[src/pit_pkg.sv]
// Shared codes for the PIT; the select field is two bits, so the channel count is fixed at 3
package pit_pkg;

	localparam int NUM_CH = 3;
	localparam int BYTE_W = 8;

	// Counter select field of the control word
	localparam logic [1:0] SEL_CH0  = 2'd0;
	localparam logic [1:0] SEL_CH1  = 2'd1;
	localparam logic [1:0] SEL_CH2  = 2'd2;
	// Reserved on the 8253
	localparam logic [1:0] SEL_NONE = 2'd3;

	// Read/write format field
	localparam logic [1:0] RW_LATCH = 2'd0;
	localparam logic [1:0] RW_LSB   = 2'd1;
	localparam logic [1:0] RW_MSB   = 2'd2;
	localparam logic [1:0] RW_BOTH  = 2'd3;

	// Supported modes, 6 and 7 fold onto 2 and 3
	localparam logic [2:0] MODE_TC     = 3'd0;
	localparam logic [2:0] MODE_RATE   = 3'd2;
	localparam logic [2:0] MODE_SQUARE = 3'd3;

	// {a1, a0} of the control word register
	localparam logic [1:0] ADDR_CTRL = 2'b11;

	typedef struct packed {
		logic [1:0] sel;
		logic [1:0] rw;
		logic [2:0] mode;
		logic       bcd;
	} pit_ctrl_word_t;

	// Latch command shares the select field, rw field reads as RW_LATCH
	typedef struct packed {
		logic [1:0] sel;
		logic [1:0] code;
		logic [3:0] unused;
	} pit_latch_cmd_t;

	typedef union packed {
		pit_ctrl_word_t word;
		pit_latch_cmd_t latch;
	} pit_ctrl_u;

endpackage

[src/pit_bus_decode.sv]
// Strobes are one ZCLK late; wr_n must be low for at least one ZCLK and reads of address 3 are ignored
`timescale 1ns/1ps

module pit_bus_decode import pit_pkg::*; (
	input  logic              ZCLK,
	input  logic              rst_n,
	input  logic              cs_n,
	input  logic              rd_n,
	input  logic              wr_n,
	input  logic              a0,
	input  logic              a1,
	input  logic [BYTE_W-1:0] d_in,
	output logic [NUM_CH-1:0] ctrl_wr,
	output logic [NUM_CH-1:0] latch_cmd,
	output logic [NUM_CH-1:0] count_wr,
	output logic [NUM_CH-1:0] rd_start,
	output logic [NUM_CH-1:0] rd_end,
	output pit_ctrl_u         ctrl,
	output logic [BYTE_W-1:0] wr_data
);

	logic              wr_q;
	logic              rd_q;
	logic              wr_fire;
	logic              rd_fall;
	logic              rd_rise;
	logic              is_ctrl;
	logic [1:0]        addr;
	logic [NUM_CH-1:0] rd_ch;
	pit_ctrl_u         d_word;

	// Select code to one channel bit, the reserved code hits nothing
	function automatic logic [NUM_CH-1:0] sel_onehot(input logic [1:0] s);
		logic [NUM_CH-1:0] oh;
		oh = '0;
		case (s)
			SEL_CH0:  oh[0] = 1'b1;
			SEL_CH1:  oh[1] = 1'b1;
			SEL_CH2:  oh[2] = 1'b1;
			SEL_NONE: oh = '0;
			default:  oh = '0;
		endcase
		return oh;
	endfunction

	assign addr    = {a1, a0};
	assign is_ctrl = (addr == ADDR_CTRL);
	assign d_word  = d_in;
	assign wr_fire = !wr_n && wr_q && !cs_n && rd_n;
	assign rd_fall = !rd_n && rd_q && !cs_n;
	assign rd_rise = rd_n && !rd_q;

	always_ff @(posedge ZCLK or negedge rst_n) begin
		if (!rst_n) begin
			wr_q      <= 1'b1;
			rd_q      <= 1'b1;
			ctrl_wr   <= '0;
			latch_cmd <= '0;
			count_wr  <= '0;
			rd_start  <= '0;
			rd_end    <= '0;
			rd_ch     <= '0;
		end else begin
			wr_q <= wr_n;
			rd_q <= rd_n;
			// Same byte read as control word or as latch command
			ctrl_wr   <= (wr_fire && is_ctrl && d_word.word.rw != RW_LATCH) ?
				sel_onehot(d_word.word.sel) : '0;
			latch_cmd <= (wr_fire && is_ctrl && d_word.latch.code == RW_LATCH) ?
				sel_onehot(d_word.latch.sel) : '0;
			count_wr  <= (wr_fire && !is_ctrl) ? sel_onehot(addr) : '0;
			rd_start  <= rd_fall ? sel_onehot(addr) : '0;
			rd_end    <= rd_rise ? rd_ch : '0;
			// Remember the channel so the end pulse hits the same one
			if (rd_fall)
				rd_ch <= sel_onehot(addr);
			else if (rd_rise)
				rd_ch <= '0;
		end
	end

	always_ff @(posedge ZCLK) begin
		if (wr_fire && is_ctrl)
			ctrl <= d_word;
		if (wr_fire)
			wr_data <= d_in;
	end

endmodule

[src/pit_clk_sync.sv]
// Counter clocks must stay high and low for more than SYNC_STAGES ZCLK cycles each
`timescale 1ns/1ps

module pit_clk_sync import pit_pkg::*; #(
	parameter int SYNC_STAGES = 2
) (
	input  logic              ZCLK,
	input  logic              rst_n,
	input  logic [NUM_CH-1:0] clk,
	input  logic [NUM_CH-1:0] gate,
	output logic [NUM_CH-1:0] tick,
	output logic [NUM_CH-1:0] gate_s
);

	logic [SYNC_STAGES-1:0][NUM_CH-1:0] clk_pipe;
	logic [SYNC_STAGES-1:0][NUM_CH-1:0] gate_pipe;
	logic [NUM_CH-1:0]                  clk_d;

	assign gate_s = gate_pipe[SYNC_STAGES-1];

	always_ff @(posedge ZCLK or negedge rst_n) begin
		if (!rst_n) begin
			clk_pipe  <= '0;
			gate_pipe <= '0;
			clk_d     <= '0;
			tick      <= '0;
		end else begin
			clk_pipe[0]  <= clk;
			gate_pipe[0] <= gate;
			for (int i = 1; i < SYNC_STAGES; i++) begin
				clk_pipe[i]  <= clk_pipe[i-1];
				gate_pipe[i] <= gate_pipe[i-1];
			end
			clk_d <= clk_pipe[SYNC_STAGES-1];
			// Rising edge of the synchronized clock, one pulse each
			tick  <= clk_pipe[SYNC_STAGES-1] & ~clk_d;
		end
	end

endmodule

[src/pit_count_load.sv]
// COUNT_W must be two bytes; rw and mode take effect the cycle after ctrl_wr
`timescale 1ns/1ps

module pit_count_load import pit_pkg::*; #(
	parameter int COUNT_W = 16
) (
	input  logic               ZCLK,
	input  logic               rst_n,
	input  logic               ctrl_wr,
	input  logic               count_wr,
	input  pit_ctrl_u          ctrl,
	input  logic [BYTE_W-1:0]  wr_data,
	output logic [2:0]         mode,
	output logic [1:0]         rw,
	output logic [COUNT_W-1:0] count_value,
	output logic               armed,
	output logic               new_count
);

	// High once the LSB of a two byte write has landed
	logic byte_hi;

	always_ff @(posedge ZCLK or negedge rst_n) begin
		if (!rst_n) begin
			mode      <= MODE_TC;
			rw        <= RW_LSB;
			armed     <= 1'b0;
			byte_hi   <= 1'b0;
			new_count <= 1'b0;
		end else begin
			new_count <= 1'b0;
			if (ctrl_wr) begin
				rw      <= ctrl.word.rw;
				// Modes 6 and 7 are 2 and 3 with bit 2 set
				mode    <= ctrl.word.mode[1] ? {1'b0, ctrl.word.mode[1:0]} : ctrl.word.mode;
				armed   <= 1'b0;
				byte_hi <= 1'b0;
			end else if (count_wr) begin
				case (rw)
					RW_LSB, RW_MSB: begin
						armed     <= 1'b1;
						new_count <= 1'b1;
					end
					RW_BOTH: begin
						byte_hi <= ~byte_hi;
						if (byte_hi) begin
							armed     <= 1'b1;
							new_count <= 1'b1;
						end
					end
					default: ;
				endcase
			end
		end
	end

	// Count register itself
	always_ff @(posedge ZCLK) begin
		if (count_wr && !ctrl_wr) begin
			case (rw)
				RW_LSB: begin
					count_value                     <= '0;
					count_value[BYTE_W-1:0]         <= wr_data;
				end
				RW_MSB: begin
					count_value                     <= '0;
					count_value[COUNT_W-1 -: BYTE_W] <= wr_data;
				end
				RW_BOTH: begin
					if (byte_hi)
						count_value[COUNT_W-1 -: BYTE_W] <= wr_data;
					else
						count_value[BYTE_W-1:0] <= wr_data;
				end
				default: ;
			endcase
		end
	end

endmodule

[src/pit_down_counter.sv]
// Binary counting only; modes 1, 4 and 5 stay idle and a new count loads on the next tick
`timescale 1ns/1ps

module pit_down_counter import pit_pkg::*; #(
	parameter int COUNT_W = 16
) (
	input  logic               ZCLK,
	input  logic               rst_n,
	input  logic               tick,
	input  logic               gate_s,
	input  logic [2:0]         mode,
	input  logic [COUNT_W-1:0] count_value,
	input  logic               armed,
	input  logic               new_count,
	input  logic               ctrl_wr,
	output logic [COUNT_W-1:0] count,
	output logic               out
);

	logic               pending;
	logic               active;
	logic               out_r;
	logic               supported;
	logic               init_level;
	logic [COUNT_W-1:0] reload_v;
	logic [COUNT_W-1:0] load_v;
	logic [COUNT_W-1:0] cnt_dec;

	// Output level that goes with a given count
	function automatic logic out_level(
		input logic [2:0]         m,
		input logic [COUNT_W-1:0] c,
		input logic [COUNT_W-1:0] rv
	);
		case (m)
			MODE_TC:     return (c == '0);
			MODE_RATE:   return (c != COUNT_W'(1));
			MODE_SQUARE: return (c > (rv >> 1));
			default:     return 1'b0;
		endcase
	endfunction

	assign supported  = (mode == MODE_TC) || (mode == MODE_RATE) || (mode == MODE_SQUARE);
	assign init_level = (mode == MODE_RATE) || (mode == MODE_SQUARE);
	// Zero stands for the full range
	assign load_v     = (count_value == '0) ? '1 : count_value;
	assign out        = active ? out_r : init_level;

	always_comb begin
		if (mode == MODE_TC)
			cnt_dec = (count == '0) ? '0 : count - 1'b1;
		else
			cnt_dec = (count == COUNT_W'(1)) ? reload_v : count - 1'b1;
	end

	always_ff @(posedge ZCLK or negedge rst_n) begin
		if (!rst_n) begin
			pending <= 1'b0;
			active  <= 1'b0;
			out_r   <= 1'b0;
			count   <= '0;
		end else begin
			if (ctrl_wr) begin
				pending <= 1'b0;
				active  <= 1'b0;
				out_r   <= 1'b0;
			end else if (tick) begin
				if (pending && armed && supported) begin
					// Load tick
					count   <= load_v;
					pending <= 1'b0;
					active  <= 1'b1;
					out_r   <= out_level(mode, load_v, load_v);
				end else if (active && gate_s) begin
					count <= cnt_dec;
					out_r <= out_level(mode, cnt_dec, reload_v);
				end else if (active && mode != MODE_TC) begin
					out_r <= 1'b1;
				end
			end
			if (new_count)
				pending <= 1'b1;
		end
	end

	// Reload value is fixed at the load tick, later writes wait for the next one
	always_ff @(posedge ZCLK) begin
		if (tick && pending && armed && supported && !ctrl_wr)
			reload_v <= load_v;
	end

endmodule

[src/pit_read_port.sv]
// COUNT_W must be two bytes; a second latch command is ignored until the held value is read
`timescale 1ns/1ps

module pit_read_port import pit_pkg::*; #(
	parameter int COUNT_W = 16
) (
	input  logic                            ZCLK,
	input  logic                            rst_n,
	input  logic [NUM_CH-1:0]               latch_cmd,
	input  logic [NUM_CH-1:0]               ctrl_wr,
	input  logic [NUM_CH-1:0]               rd_start,
	input  logic [NUM_CH-1:0]               rd_end,
	input  logic [NUM_CH-1:0][1:0]          rw,
	input  logic [NUM_CH-1:0][COUNT_W-1:0]  count,
	output logic [BYTE_W-1:0]               d_out,
	output logic                            d_oe
);

	logic [NUM_CH-1:0][COUNT_W-1:0] latch_v;
	logic [NUM_CH-1:0]              held;
	logic [NUM_CH-1:0]              hi_byte;
	logic [NUM_CH-1:0]              rd_act;
	logic [NUM_CH-1:0]              rd_sel;

	// Read window opens with the start pulse and closes after the end pulse
	assign rd_sel = rd_start | rd_act;
	assign d_oe   = |rd_sel;

	always_ff @(posedge ZCLK or negedge rst_n) begin
		if (!rst_n) begin
			held    <= '0;
			hi_byte <= '0;
			rd_act  <= '0;
		end else begin
			for (int i = 0; i < NUM_CH; i++) begin
				if (ctrl_wr[i]) begin
					held[i]    <= 1'b0;
					hi_byte[i] <= 1'b0;
				end else begin
					if (latch_cmd[i])
						held[i] <= 1'b1;
					if (rd_end[i]) begin
						if (rw[i] == RW_BOTH) begin
							hi_byte[i] <= ~hi_byte[i];
							// Release after the MSB
							if (hi_byte[i])
								held[i] <= 1'b0;
						end else begin
							held[i] <= 1'b0;
						end
					end
				end
				if (rd_start[i])
					rd_act[i] <= 1'b1;
				else if (rd_end[i])
					rd_act[i] <= 1'b0;
			end
		end
	end

	// Latch tracks the live count until held
	always_ff @(posedge ZCLK) begin
		for (int i = 0; i < NUM_CH; i++) begin
			if (!held[i])
				latch_v[i] <= count[i];
		end
	end

	always_comb begin
		d_out = '0;
		for (int i = 0; i < NUM_CH; i++) begin
			if (rd_sel[i]) begin
				if (rw[i] == RW_MSB || (rw[i] == RW_BOTH && hi_byte[i]))
					d_out = d_out | latch_v[i][COUNT_W-1 -: BYTE_W];
				else
					d_out = d_out | latch_v[i][BYTE_W-1:0];
			end
		end
	end

endmodule

[src/pit_8253.sv]
// Everything runs on ZCLK; clk and gate are sampled levels and must be slower than ZCLK / 2*SYNC_STAGES
`timescale 1ns/1ps

module pit_8253 import pit_pkg::*; #(
	parameter int COUNT_W     = 16,
	parameter int SYNC_STAGES = 2
) (
	input  logic              ZCLK,
	input  logic              rst_n,
	input  logic              cs_n,
	input  logic              rd_n,
	input  logic              wr_n,
	input  logic              a0,
	input  logic              a1,
	input  logic [BYTE_W-1:0] d_in,
	input  logic [NUM_CH-1:0] clk,
	input  logic [NUM_CH-1:0] gate,
	output logic [BYTE_W-1:0] d_out,
	output logic              d_oe,
	output logic [NUM_CH-1:0] out
);

	logic [NUM_CH-1:0]              ctrl_wr;
	logic [NUM_CH-1:0]              latch_cmd;
	logic [NUM_CH-1:0]              count_wr;
	logic [NUM_CH-1:0]              rd_start;
	logic [NUM_CH-1:0]              rd_end;
	pit_ctrl_u                      ctrl;
	logic [BYTE_W-1:0]              wr_data;
	logic [NUM_CH-1:0]              tick;
	logic [NUM_CH-1:0]              gate_s;
	logic [NUM_CH-1:0][2:0]         mode;
	logic [NUM_CH-1:0][1:0]         rw;
	logic [NUM_CH-1:0][COUNT_W-1:0] count_value;
	logic [NUM_CH-1:0][COUNT_W-1:0] count;
	logic [NUM_CH-1:0]              armed;
	logic [NUM_CH-1:0]              new_count;

	pit_bus_decode pit_bus_decode_inst (
		.ZCLK      (ZCLK),
		.rst_n     (rst_n),
		.cs_n      (cs_n),
		.rd_n      (rd_n),
		.wr_n      (wr_n),
		.a0        (a0),
		.a1        (a1),
		.d_in      (d_in),
		.ctrl_wr   (ctrl_wr),
		.latch_cmd (latch_cmd),
		.count_wr  (count_wr),
		.rd_start  (rd_start),
		.rd_end    (rd_end),
		.ctrl      (ctrl),
		.wr_data   (wr_data)
	);

	pit_clk_sync #(
		.SYNC_STAGES (SYNC_STAGES)
	) pit_clk_sync_inst (
		.ZCLK   (ZCLK),
		.rst_n  (rst_n),
		.clk    (clk),
		.gate   (gate),
		.tick   (tick),
		.gate_s (gate_s)
	);

	for (genvar i = 0; i < NUM_CH; i++) begin : g_ch
		pit_count_load #(
			.COUNT_W (COUNT_W)
		) pit_count_load_inst (
			.ZCLK        (ZCLK),
			.rst_n       (rst_n),
			.ctrl_wr     (ctrl_wr[i]),
			.count_wr    (count_wr[i]),
			.ctrl        (ctrl),
			.wr_data     (wr_data),
			.mode        (mode[i]),
			.rw          (rw[i]),
			.count_value (count_value[i]),
			.armed       (armed[i]),
			.new_count   (new_count[i])
		);

		pit_down_counter #(
			.COUNT_W (COUNT_W)
		) pit_down_counter_inst (
			.ZCLK        (ZCLK),
			.rst_n       (rst_n),
			.tick        (tick[i]),
			.gate_s      (gate_s[i]),
			.mode        (mode[i]),
			.count_value (count_value[i]),
			.armed       (armed[i]),
			.new_count   (new_count[i]),
			.ctrl_wr     (ctrl_wr[i]),
			.count       (count[i]),
			.out         (out[i])
		);
	end

	pit_read_port #(
		.COUNT_W (COUNT_W)
	) pit_read_port_inst (
		.ZCLK      (ZCLK),
		.rst_n     (rst_n),
		.latch_cmd (latch_cmd),
		.ctrl_wr   (ctrl_wr),
		.rd_start  (rd_start),
		.rd_end    (rd_end),
		.rw        (rw),
		.count     (count),
		.d_out     (d_out),
		.d_oe      (d_oe)
	);

endmodule

[config.mk]
export PLATFORM = sky130hd
export DESIGN_NAME = pit_8253
export DESIGN_NICKNAME = d
export VERILOG_FILES = /design/src/pit_pkg.sv /design/src/pit_bus_decode.sv /design/src/pit_clk_sync.sv /design/src/pit_count_load.sv /design/src/pit_down_counter.sv /design/src/pit_read_port.sv /design/src/pit_8253.sv
export SDC_FILE = /design/constraint.sdc
export NUM_CORES = 1
export LEC_CHECK = 0
export BUFFER_PORTS_ARGS = -buffer_cell sky130_fd_sc_hd__buf_2
export CAP_MARGIN = 20
export CORE_MARGIN = 3
export CORE_UTILIZATION = 60
export DETAILED_ROUTE_END_ITERATION = 8
export GPL_TIMING_DRIVEN = 0
export PLACE_DENSITY_LB_ADDON = 0.05
export SLEW_MARGIN = 20
export SYNTH_ARGS = -nofsm -noshare
export SYNTH_HDL_FRONTEND = slang
export SYNTH_SLANG_ARGS = --single-unit
[constraint.sdc]
create_clock -name ZCLK -period 7 [get_ports ZCLK]
set_input_delay 1.05 -clock ZCLK [delete_from_list [all_inputs] [get_ports ZCLK]]
set_output_delay 1.05 -clock ZCLK [all_outputs]
set_load 0.05 [all_outputs]
; ---- After elaboration in Yosys (flattened, before gate mapping)
; Index checks and enable logic that the tools add are counted.
[word_totals]
register_bits = 286
inputBits = 21
elab_cells = 430
[classes]
n_addsub = 3
order_cmp = 6
n_eq_ne = 38
mux = 155
n_bitwise = 16
reduce_logical = 150
[ops]
columns = operator, n
row1 = 2-to-1 mux 16 bit, 18
row2 = zero test 16 bit, 12
row3 = case mux 16 bit (3 select lines), 3
row4 = 2-to-1 mux 1 bit, 102
row5 = > comparator 16 x 15 -> 1 bit, 6
row6 = 2-to-1 mux 8 bit, 12
row7 = "!= test 16 x 1 -> 1 bit, second input constant", 6
row8 = "equality test 16 x 1 -> 1 bit, second input constant", 3
row9 = "subtractor 16 x 1 -> 16 bit, second input constant", 3
row10 = nonzero test 2 bit, 23
row11 = nonzero test 3 bit, 15
row12 = logical AND 1 bit, 40
row13 = AND reduction 3 bit, 12
row14 = OR 8 bit, 4
row15 = AND reduction 2 bit, 15
row16 = 2-to-1 mux 3 bit, 8
row17 = "equality test 2 bit, second input constant", 9
row18 = "equality test 3 x 2 -> 1 bit, second input constant", 6
row19 = case mux 1 bit (3 select lines), 6
row20 = logical OR 1 bit, 12
row21 = case mux 1 bit (2 select lines), 6
row22 = nonzero test 4 bit, 3
row23 = "equality test 2 x 1 -> 1 bit, second input constant", 5
row24 = zero test 3 bit, 3
row25 = 11 further kinds, 36

; ---- Longest topological paths before layout
; Gate-level depths: netlist (run 1).
[depth]
depth_word = 11
mapped_depth = 17
mapped_depth_nobuf = 16

; ---- Cells and area by module
; From an unflattened synthesis (run 1), not the netlist that was laid out.
[hier_totals]
hier_cells = 1609
area_unflattened_um2 = 16499.6
[modules_own_cells]
columns = module, instances, cells_per_inst, area_per_inst_um2, seq_area_each_um2
row1 = pit_down_counter at g_ch[1].pit_down_counter_inst, 1, 389, 3196.8, 955.9
row2 = pit_down_counter at g_ch[2].pit_down_counter_inst, 1, 381, 3141.8, 955.9
row3 = pit_down_counter at g_ch[0].pit_down_counter_inst, 1, 359, 3105.5, 955.9
row4 = pit_count_load, 3, 71, 984.7, 681.9
row5 = pit_read_port, 1, 170, 2363.5, 1666.6
row6 = pit_bus_decode, 1, 73, 1223.7, 983.4
row7 = pit_clk_sync, 1, 24, 514.2, 450.4

; ---- Worst setup path before layout (run 1)
; Ideal clock, no wire load.
[synth_path]
path_type = flip-flop to flip-flop
start = register g_ch[2].pit_down_counter_inst.count[6]
end = register g_ch[2].pit_down_counter_inst.out_r
arrival_time_ns = 3.672
required_time_ns = 6.864
path_slack_ns = 3.192
path_stages_with_launch = 16
synth_period_minus_slack_ns = 3.808
path_cell_list = dfrtp_1 -> clkbuf_1 -> nor4_2 -> and4_1 -> clkbuf_1 -> o21a_1 -> clkbuf_1 -> o21ai_0 -> ha_1 -> a21o_1 -> a211o_1 -> a2111oi_0 -> o221a_2 -> o2111ai_1 -> a211oi_1 -> o41ai_1
[synth_between]
elab_chain_len = 9
elab_cells_between_ends = 14
[synth_rtl]
columns = item, line
row1 = start: declaration, pit_down_counter.sv:16  ; output logic [COUNT_W-1:0] count,
row2 = start signal: assignment, pit_down_counter.sv:70  ; count <= load_v;
row3 = start signal: assignment, pit_down_counter.sv:75  ; count <= cnt_dec;
row4 = subtractor 16 x 1 -> 16 bit (tied with other cells), "pit_down_counter.sv:51, pit_down_counter.sv:53"
row5 = "2-to-1 mux 16 bit, on equally long branches", "pit_down_counter.sv:53, pit_down_counter.sv:51"
row6 = 2-to-1 mux 16 bit (*), pit_down_counter.sv:50  ; if (mode == MODE_TC)
row7 = > comparator 16 x 15 -> 1 bit (tied with other cells), pit_down_counter.sv:38  ; MODE_SQUARE: return (c > (rv >> 1));
row8 = case mux 1 bit (3 select lines) (*), pit_down_counter.sv:35  ; case (m)
row9 = 2-to-1 mux 1 bit (*), pit_down_counter.sv:74  ; end else if (active && gate_s) begin
row10 = 2-to-1 mux 1 bit (*), pit_down_counter.sv:68  ; if (pending && armed && supported) begin
row11 = 2-to-1 mux 1 bit (*), pit_down_counter.sv:67  ; end else if (tick) begin
row12 = 2-to-1 mux 1 bit (*), pit_down_counter.sv:63  ; if (ctrl_wr) begin
row13 = end signal: assignment, pit_down_counter.sv:73  ; out_r <= out_level(mode, load_v, load_v);
row14 = end signal: assignment, pit_down_counter.sv:76  ; out_r <= out_level(mode, cnt_dec, reload_v);
row15 = end: declaration, pit_down_counter.sv:22  ; logic out_r;
; Every way passes the cells marked *; elsewhere a longest branch is shown, timed or not. The select of a mux whose other input is x is not followed.
; A chain may end at the register's enable or synchronous reset.

; ---- Final worst setup path (run 1)
; Ends and elaborated chain as after synthesis.

==> reports/results.tsv, run 1 <==
metric	value	unit
# diodes	0	
Area Growth Syn to Fin	9.896	%
DR vias	12090	
Main synth FF type	edfxtp_1	
syn_area_per_cell	10.25	µm²
DP Area	16850	µm²
setup tns final	0	ns
Slew @ Worst Pin	1.062	ns
Filler cells	2071	
antenna-violating nets left	0	
final setup vio count	0	
post-synthesis sequential element count	285	
post-CTS setup repair buffer count	0	
drt total wl	40040	µm
worst r2r src	g_ch[2].pit_down_counter_inst.count[6]	
metal3 WL	1971	µm
initial antenna violation count	1	
CP max FO	10	
post-synthesis compound-gate area fraction	12.81	%
CTS root buffer	clkbuf_16	
hold-fix buffer count after cts	0	
all-layer global routing usage	27.86	%
maximum clock insertion buffer count	3	
Pleak	8.037	nW
routed length on met1	17800	µm
post-layout util	67.78	%
GPL Wtd Cong	0.9557	
RSZ-0062 raised after global routing	no	
adder-cell share of the synthesized area	9.958	%
nature of the critical path startpoint	flip-flop	
core area	26280	µm²
Synth warnings	0	
# port buffers	32	
die width	170.4	µm
normalized max-slew margin	28.74	%
Clock Pin Slew Worst Setup and Hold Paths	0.06	ns
initial core utilization	61.68	%
Core Rows	59	
total CTS buffers	30	
count of different cell masters after synthesis	85	
TritonCTS clock tree	yes	
pin count of the biggest net entering global routing	91	
period utilization	70.38	%
Min-Delay Path Class	flip-flop to flip-flop	
DP Wirelength	30670	µm
total congestion overflow	0	
fin nets	1798	
hold path start	pit_clk_sync_inst.gate_pipe[2]	
outcome	finished clean	
# DRC	0	
reg2reg path depth	15	
maxcap violations	0	
Crit Path Category	flip-flop to flip-flop	
FFs w/ async S/R, synth	44.91	%
first-pass GRT wire length	64010	µm
Post-Synth XOR/XNOR Area	2.377	%
synthesized area	16210	µm²
Post-synth EDFFs	157	
router iterations before antenna repair	7	
worst hold path cell count	0	
commonest non-fill, non-tap cells in the layout	edfxtp_1, inv_1, nand2_1, ha_1, nor2_1	
sequential share of the synthesized area	48.88	%
DR top layer	met5	
Final Critical Period	4.927	ns
peak supply drop	0.0002007	V
vias in the first global route	11980	
mux cell area share after synthesis	3.157	%
Syn Nets	1732	
DR WL met2	19230	µm
clk_lat worst skew	0.58	ns
Max Clk Rate	0.2030	GHz
crit end category	flip-flop	
layout cells sized above 1	9.096	%
Cells after Synth	1582	
largest family of logic cells by synthesized area	simple AND/OR/NAND/NOR gates	
Clock Skew	0.02143	ns
Synth Area in Simple Gates	18.19	%
Die Height	170.4	µm
Post-Layout Cell Count	2006	
Hold Fails Final Rpt	0	
WHS	0.3470	ns
DR vias/cell	6.025	
Max Slew Vio Count	0	
Routed WL per cell	19.96	µm
WP data arrival	5.35	ns
I/O Pins	33	
# H-tree levels	1	
Finished Cell Area	17810	µm²
commonest non-fill, non-tap cell in the layout	edfxtp_1	
Critical Path Source	g_ch[2].pit_down_counter_inst.count[6]	
# clock sinks	285	
PwrDens	209.0	nW/µm²
Initial DRC Count	1148	
Cells after DPL	1951	
cts repair resizes	0	
Die ar.	29020	µm²
Data required, critical path	7.42	ns
-- state kept, by name, indices dropped and copies added (netlist names), 5 cells and up --
signal and flops:
g_ch.pit_down_counter_inst.reload_v 48, pit_bus_decode_inst.wr_data 8, pit_clk_sync_inst.clk_pipe 6, pit_bus_decode_inst.ctrl 5, pit_read_port_inst.latch_v 48, g_ch.pit_count_load_inst.count_value 48
g_ch.pit_count_load_inst.mode 9, g_ch.pit_count_load_inst.rw 6, g_ch.pit_down_counter_inst.count 48
-- through the flow --
| step | power [mW] | setup slack [ns] |
|---|---|---|
| 2_1_floorplan | 2.093 | 3.192 |
| 3_3_place_gp | 2.213 | 2.199 |
| 3_5_place_dp | 2.222 | 2.234 |
| 4_1_cts | 3.745 | 2.207 |
| 5_1_grt | 3.851 | 1.737 |
| 6_report | 3.724 | 2.073 |
-- routing by layer --
layer  vias to the layer above  track usage (%)
li1                       5772                -
met1                      5867            38.77
met2                       370            46.75
met3                        76            3.368
met4                         2            7.478
met5                         -                0
-- final timing paths --
path	end	slack, ns
worst max-delay path	g_ch[2].pit_down_counter_inst.out_r	2.07
min in group asynchronous	g_ch[2].pit_down_counter_inst.count[6]	0.36
worst min register to register	pit_clk_sync_inst.gate_s[2]	0.35
worst max register to register	g_ch[2].pit_down_counter_inst.out_r	2.07
worst min-delay path	pit_clk_sync_inst.gate_s[2]	0.35
max in group asynchronous	g_ch[1].pit_count_load_inst.rw[0]	5.86
-- report_power, final --
| group | internal, mW | switching [mW] | total [mW] |
|---|---|---|---|
| Combinational | 0.134 | 0.241 | 0.375 |
| Clock | 0.877 | 0.649 | 1.53 |
| Sequential | 1.80 | 0.0224 | 1.82 |
| Total | 2.81 | 0.912 | 3.72 |
-- logic make-up after synthesis --
group	Yosys count
AND/OR/NAND/NOR	557
AO/OA/AOI/OAI	326
flip-flops	285
buffers and inverters	191
adder cells (fa/ha/maj)	129
multiplexers	50
XOR/XNOR	44
-- critical path, cell delays in order (launching register included) --
cell       delay (ns)
dfrtp_1          0.37
clkbuf_1         0.18
nor4_2           0.61
and4_1           0.29
clkbuf_1         0.29
o21a_1           0.32
clkbuf_1         0.36
o21ai_0          0.22
ha_1             0.37
a21o_1           0.17
a211o_1          0.28
a2111oi_0        0.50
o221a_2          0.32
o2111ai_1        0.11
a211oi_1         0.29
o41ai_1          0.10
-- synth_stat cells (9+ instances only) --
master | instances | share of area, %
a211oi_1 | 20 | 0.93
a21o_1 | 17 | 0.79
a21oi_1 | 73 | 2.3
and2_1 | 30 | 1.2
clkbuf_1 | 39 | 0.90
dfrtp_1 | 123 | 19
edfxtp_1 | 157 | 29
ha_1 | 129 | 10
inv_1 | 140 | 3.2
mux2_2 | 9 | 0.63
mux2i_1 | 41 | 2.5
nand2_1 | 134 | 3.1
nand2b_1 | 20 | 0.77
nand3_1 | 26 | 0.80
nand4_1 | 18 | 0.69
nor2_1 | 128 | 3.0
nor2b_1 | 40 | 1.5
nor3_1 | 44 | 1.4
nor4_1 | 24 | 0.93
o21a_1 | 10 | 0.46
o21ai_0 | 113 | 3.5
o21bai_1 | 9 | 0.42
o22a_1 | 9 | 0.49
or2_2 | 21 | 0.81
or3_1 | 11 | 0.42
xnor2_1 | 20 | 1.1
xor2_1 | 24 | 1.3
-- area by class of cell --
cell class | instances | area (µm²) | share of cell area, %
Sequential cell | 285 | 7924 | 44.48
Multi-Input combinational cell | 1106 | 7565 | 42.47
Clock buffer | 41 | 802.0 | 4.502
Inverter | 140 | 525.5 | 2.950
Tap cell | 335 | 419.2 | 2.353
Buffer | 51 | 224.0 | 1.257
Timing Repair Buffer | 34 | 205.2 | 1.152
Clock inverter | 14 | 148.9 | 0.8359
(Power assumes the default switching activity.)
==> inputs of run 2 (changes only) <==
--- a/config.mk
+++ b/config.mk
@@ -8,7 +8,7 @@
 export BUFFER_PORTS_ARGS = -buffer_cell sky130_fd_sc_hd__buf_2
 export CAP_MARGIN = 20
 export CORE_MARGIN = 3
-export CORE_UTILIZATION = 60
+export CORE_UTILIZATION = 57
 export DETAILED_ROUTE_END_ITERATION = 8
 export GPL_TIMING_DRIVEN = 0
 export PLACE_DENSITY_LB_ADDON = 0.05
==> constraint.sdc (replaced) <==
create_clock -name ZCLK -period 4.2 [get_ports ZCLK]
set_input_delay 0.63 -clock ZCLK [delete_from_list [all_inputs] [get_ports ZCLK]]
set_output_delay 0.63 -clock ZCLK [all_outputs]
set_load 0.05 [all_outputs]
==> run 2 against run 1 <==
Core utilization down 2.6 points; clock skew down 0.010 ns; combinational power up 76%; sequential cell count unchanged; largest cell class unchanged; count of clock-buffer cells in the layout up 6; final area up 2.1%; critical endpoint unchanged; largest power group unchanged; cell count up 2.8%; via count up 0.60%; worst hold slack worse by 0.19 ns; global-route usage down 0.33 points.
==> reports/results.tsv, run 2 (same netlist as run 1, synthesis figures left out) <==
metric	value	unit	change
Crit. path cell count	14		was 15
setup tns final	0	ns	unchanged
normalized max-slew margin	26.55	%	was 28.74%
P_int	4.878	mW	was 2.811 mW
PwrDens	355.2	nW/µm²	was 209.0 nW/µm²
Finished Cell Area	18200	µm²	was 17810 µm²
Crit Path Category	flip-flop to flip-flop		unchanged
WP data arrival	4.44	ns	was 5.35 ns
nature of the critical path startpoint	flip-flop		unchanged
all-layer global routing usage	27.53	%	was 27.86%
Tot Pwr	6.464	mW	was 3.724 mW
DP Area	16920	µm²	was 16850 µm²
Clock Power Share	42.8	%	was 41.0%
worst setup path end	g_ch[2].pit_down_counter_inst.out_r		unchanged
Max stage delay on crit path	0.38	ns	was 0.61 ns
Clock Skew	0.01139	ns	was 0.02143 ns
CP delay by family, top	compound AO/OA/AOI/OAI gates		unchanged
maxcap violations	0		unchanged
Hold Fails Final Rpt	0		unchanged
post-layout util	65.14	%	was 67.78%
first-pass GRT wire length	66140	µm	was 64010 µm
Initial DRC Count	985		was 1148
sequential fraction of design power	47.0	%	was 48.9%
Net Sw Frac	24.54	%	was 24.50%
Data required, critical path	4.64	ns	was 7.42 ns
layout cells sized above 1	11.82	%	was 9.096%
Max stage delay cell, worst path	dfrtp_1		was nor4_2
Max Clk Rate	0.2501	GHz	was 0.2030 GHz
Routed WL per cell	20.27	µm	was 19.96 µm
outcome	finished clean		unchanged
switching pwr	1.586	mW	was 912.5 µW
CP Cell Sequence	clkbuf_1 -> nor4_2 -> and4_4 -> o21a_2 -> buf_2 -> o21ai_0 -> ha_1 -> a21o_1 -> a211o_1 -> a2111oi_2 -> o221a_2 -> o2111ai_1 -> a211oi_2 -> o41ai_1		was clkbuf_1 -> nor4_2 -> and4_1 -> clkbuf_1 -> o21a_1 -> clkbuf_1 -> o21ai_0 -> ha_1 -> a21o_1 -> a211o_1 -> a2111oi_0 -> o221a_2 -> o2111ai_1 -> a211oi_1 -> o41ai_1
GPL Wtd Cong	0.9567		was 0.9557
commonest non-fill, non-tap cells in the layout	edfxtp_1, inv_1, nand2_1, ha_1, nor2_1		unchanged
crit end category	flip-flop		unchanged
combinational fraction of design power	10.2	%	was 10.1%
Final Critical Period	3.998	ns	was 4.927 ns
final setup vio count	0		unchanged
# diodes	0		unchanged
DR vias	12160		was 12090
initial antenna violation count	0		was 1
I/O Pins	33		unchanged
fin nets	1810		was 1798
Die ar.	30500	µm²	was 29020 µm²
Die Height	174.6	µm	was 170.4 µm
Buf+Inv Stages, Crit Path	2		was 3
total congestion overflow	0		unchanged
# port buffers	32		unchanged
hold path start	gate[0]		was pit_clk_sync_inst.gate_pipe[2]
reg2reg path depth	14		was 15
# H-tree levels	1		unchanged
Clock Pin Slew Worst Setup and Hold Paths	0.06	ns	about the same
Area Growth Syn to Fin	12.26	%	was 9.896%
Max Slew Vio Count	0		unchanged
router iterations before antenna repair	5		was 7
commonest non-fill, non-tap cell in the layout	edfxtp_1		unchanged
Slew @ Worst Pin	1.098	ns	was 1.062 ns
# DRC	0		unchanged
die width	174.6	µm	was 170.4 µm
CTS root buffer	clkbuf_16		unchanged
Core Rows	61		was 59
peak supply drop	0.0003500	V	was 0.0002007 V
antenna-violating nets left	0		unchanged
worst r2r src	g_ch[2].pit_down_counter_inst.count[2]		was g_ch[2].pit_down_counter_inst.count[6]
initial core utilization	58.03	%	was 61.68%
# clock sinks	285		unchanged
drt total wl	41790	µm	was 40040 µm
period utilization	95.20	%	was 70.38%
core area	27930	µm²	was 26280 µm²
vias in the first global route	12070		was 11980
reg-to-reg setup timing slack	0.20	ns	was 2.07 ns
DP Wirelength	31900	µm	was 30670 µm
pin count of the biggest net entering global routing	90		was 91
clk_lat worst skew	0.57	ns	was 0.58 ns
Worst R2R End	g_ch[2].pit_down_counter_inst.out_r		unchanged
TritonCTS clock tree	yes		unchanged
Pleak	8.195	nW	was 8.037 nW
WHS	0.1564	ns	was 0.3470 ns
DR vias/cell	5.897		was 6.025
maximum clock insertion buffer count	3		unchanged
Critical Path Source	g_ch[2].pit_down_counter_inst.count[2]		was g_ch[2].pit_down_counter_inst.count[6]
total CTS buffers	31		was 30
Min-Delay Path Class	input port to flip-flop		was flip-flop to flip-flop
CP max FO	10		unchanged
## run 2: area by class of cell
type                       instances  area, µm²
multi-input combinational       1106       7686
fill                            2345       9738
clock buffer                      47      958.4
buffer                            50      230.2
tap                              378      473.0
sequential                       285       7925
inverter                         140      525.5
clock inverter                    10      102.6
timing repair buffer              46      295.3
## run 2: worst min-delay path by stage
stage | end | slack [ns] | cells past startpoint
floorplan | g_ch[0].pit_count_load_inst.armed | 0.33 | 0
finish | pit_clk_sync_inst.gate_pipe[0] | 0.16 | 1
global placement | pit_clk_sync_inst.gate_s[1] | 0.33 | 0
detailed placement | pit_clk_sync_inst.clk_pipe[4] | 0.34 | 0
global route | pit_clk_sync_inst.gate_pipe[0] | 0.14 | 1
CTS | pit_clk_sync_inst.gate_pipe[0] | 0.14 | 1
## run 2: timing repair
item / in CTS / in global routing
setup endpoints to repair: 3 / 3
setup buffers: 3 / 5
resized for setup: 11 / 30
pin swaps: 1 / 5
hold endpoints to repair: 39 / 0
hold buffers: 1 / 0
cloned: 0 / 0
## run 2: routing by layer
| metal | routed length [µm] | GRT usage [%] | up-vias |
|---|---|---|---|
| li1 | - | - | 5827 |
| met1 | 18430 | 38.71 | 5858 |
| met2 | 19470 | 44.41 | 377 |
| met3 | 2372 | 3.564 | 98 |
| met4 | 1522 | 9.807 | 0 |
| met5 | 0 | 0 | - |
## run 2: worst register-to-register path, stage by stage (launching register included)
cell and delay, ns:
dfrtp_1 0.38, clkbuf_1 0.23, nor4_2 0.36, and4_4 0.34
o21a_2 0.23, buf_2 0.24, o21ai_0 0.19, ha_1 0.37
a21o_1 0.17, a211o_1 0.30, a2111oi_2 0.35, o221a_2 0.28
o2111ai_1 0.11, a211oi_2 0.22, o41ai_1 0.09
## run 2: metrics by stage
stage	setup WS, ns	cells
final	0.2018	2062
after global routing	-0.02834	2062
after CTS	0.008958	2056
after detailed placement	-0.5840	1996
after global placement	-0.6207	1992
after floorplan	0.3922	1582
## run 2: power by group through the flow
stage / registers [mW] / clock network [mW] / logic [mW]
after floorplan: 3.07 / 0 / 0.414
after detailed placement: 3.09 / 0 / 0.635
after global placement: 3.09 / 0 / 0.618
final: 3.04 / 2.77 / 0.660
after global routing: 3.04 / 2.93 / 0.724
after CTS: 3.04 / 2.80 / 0.649
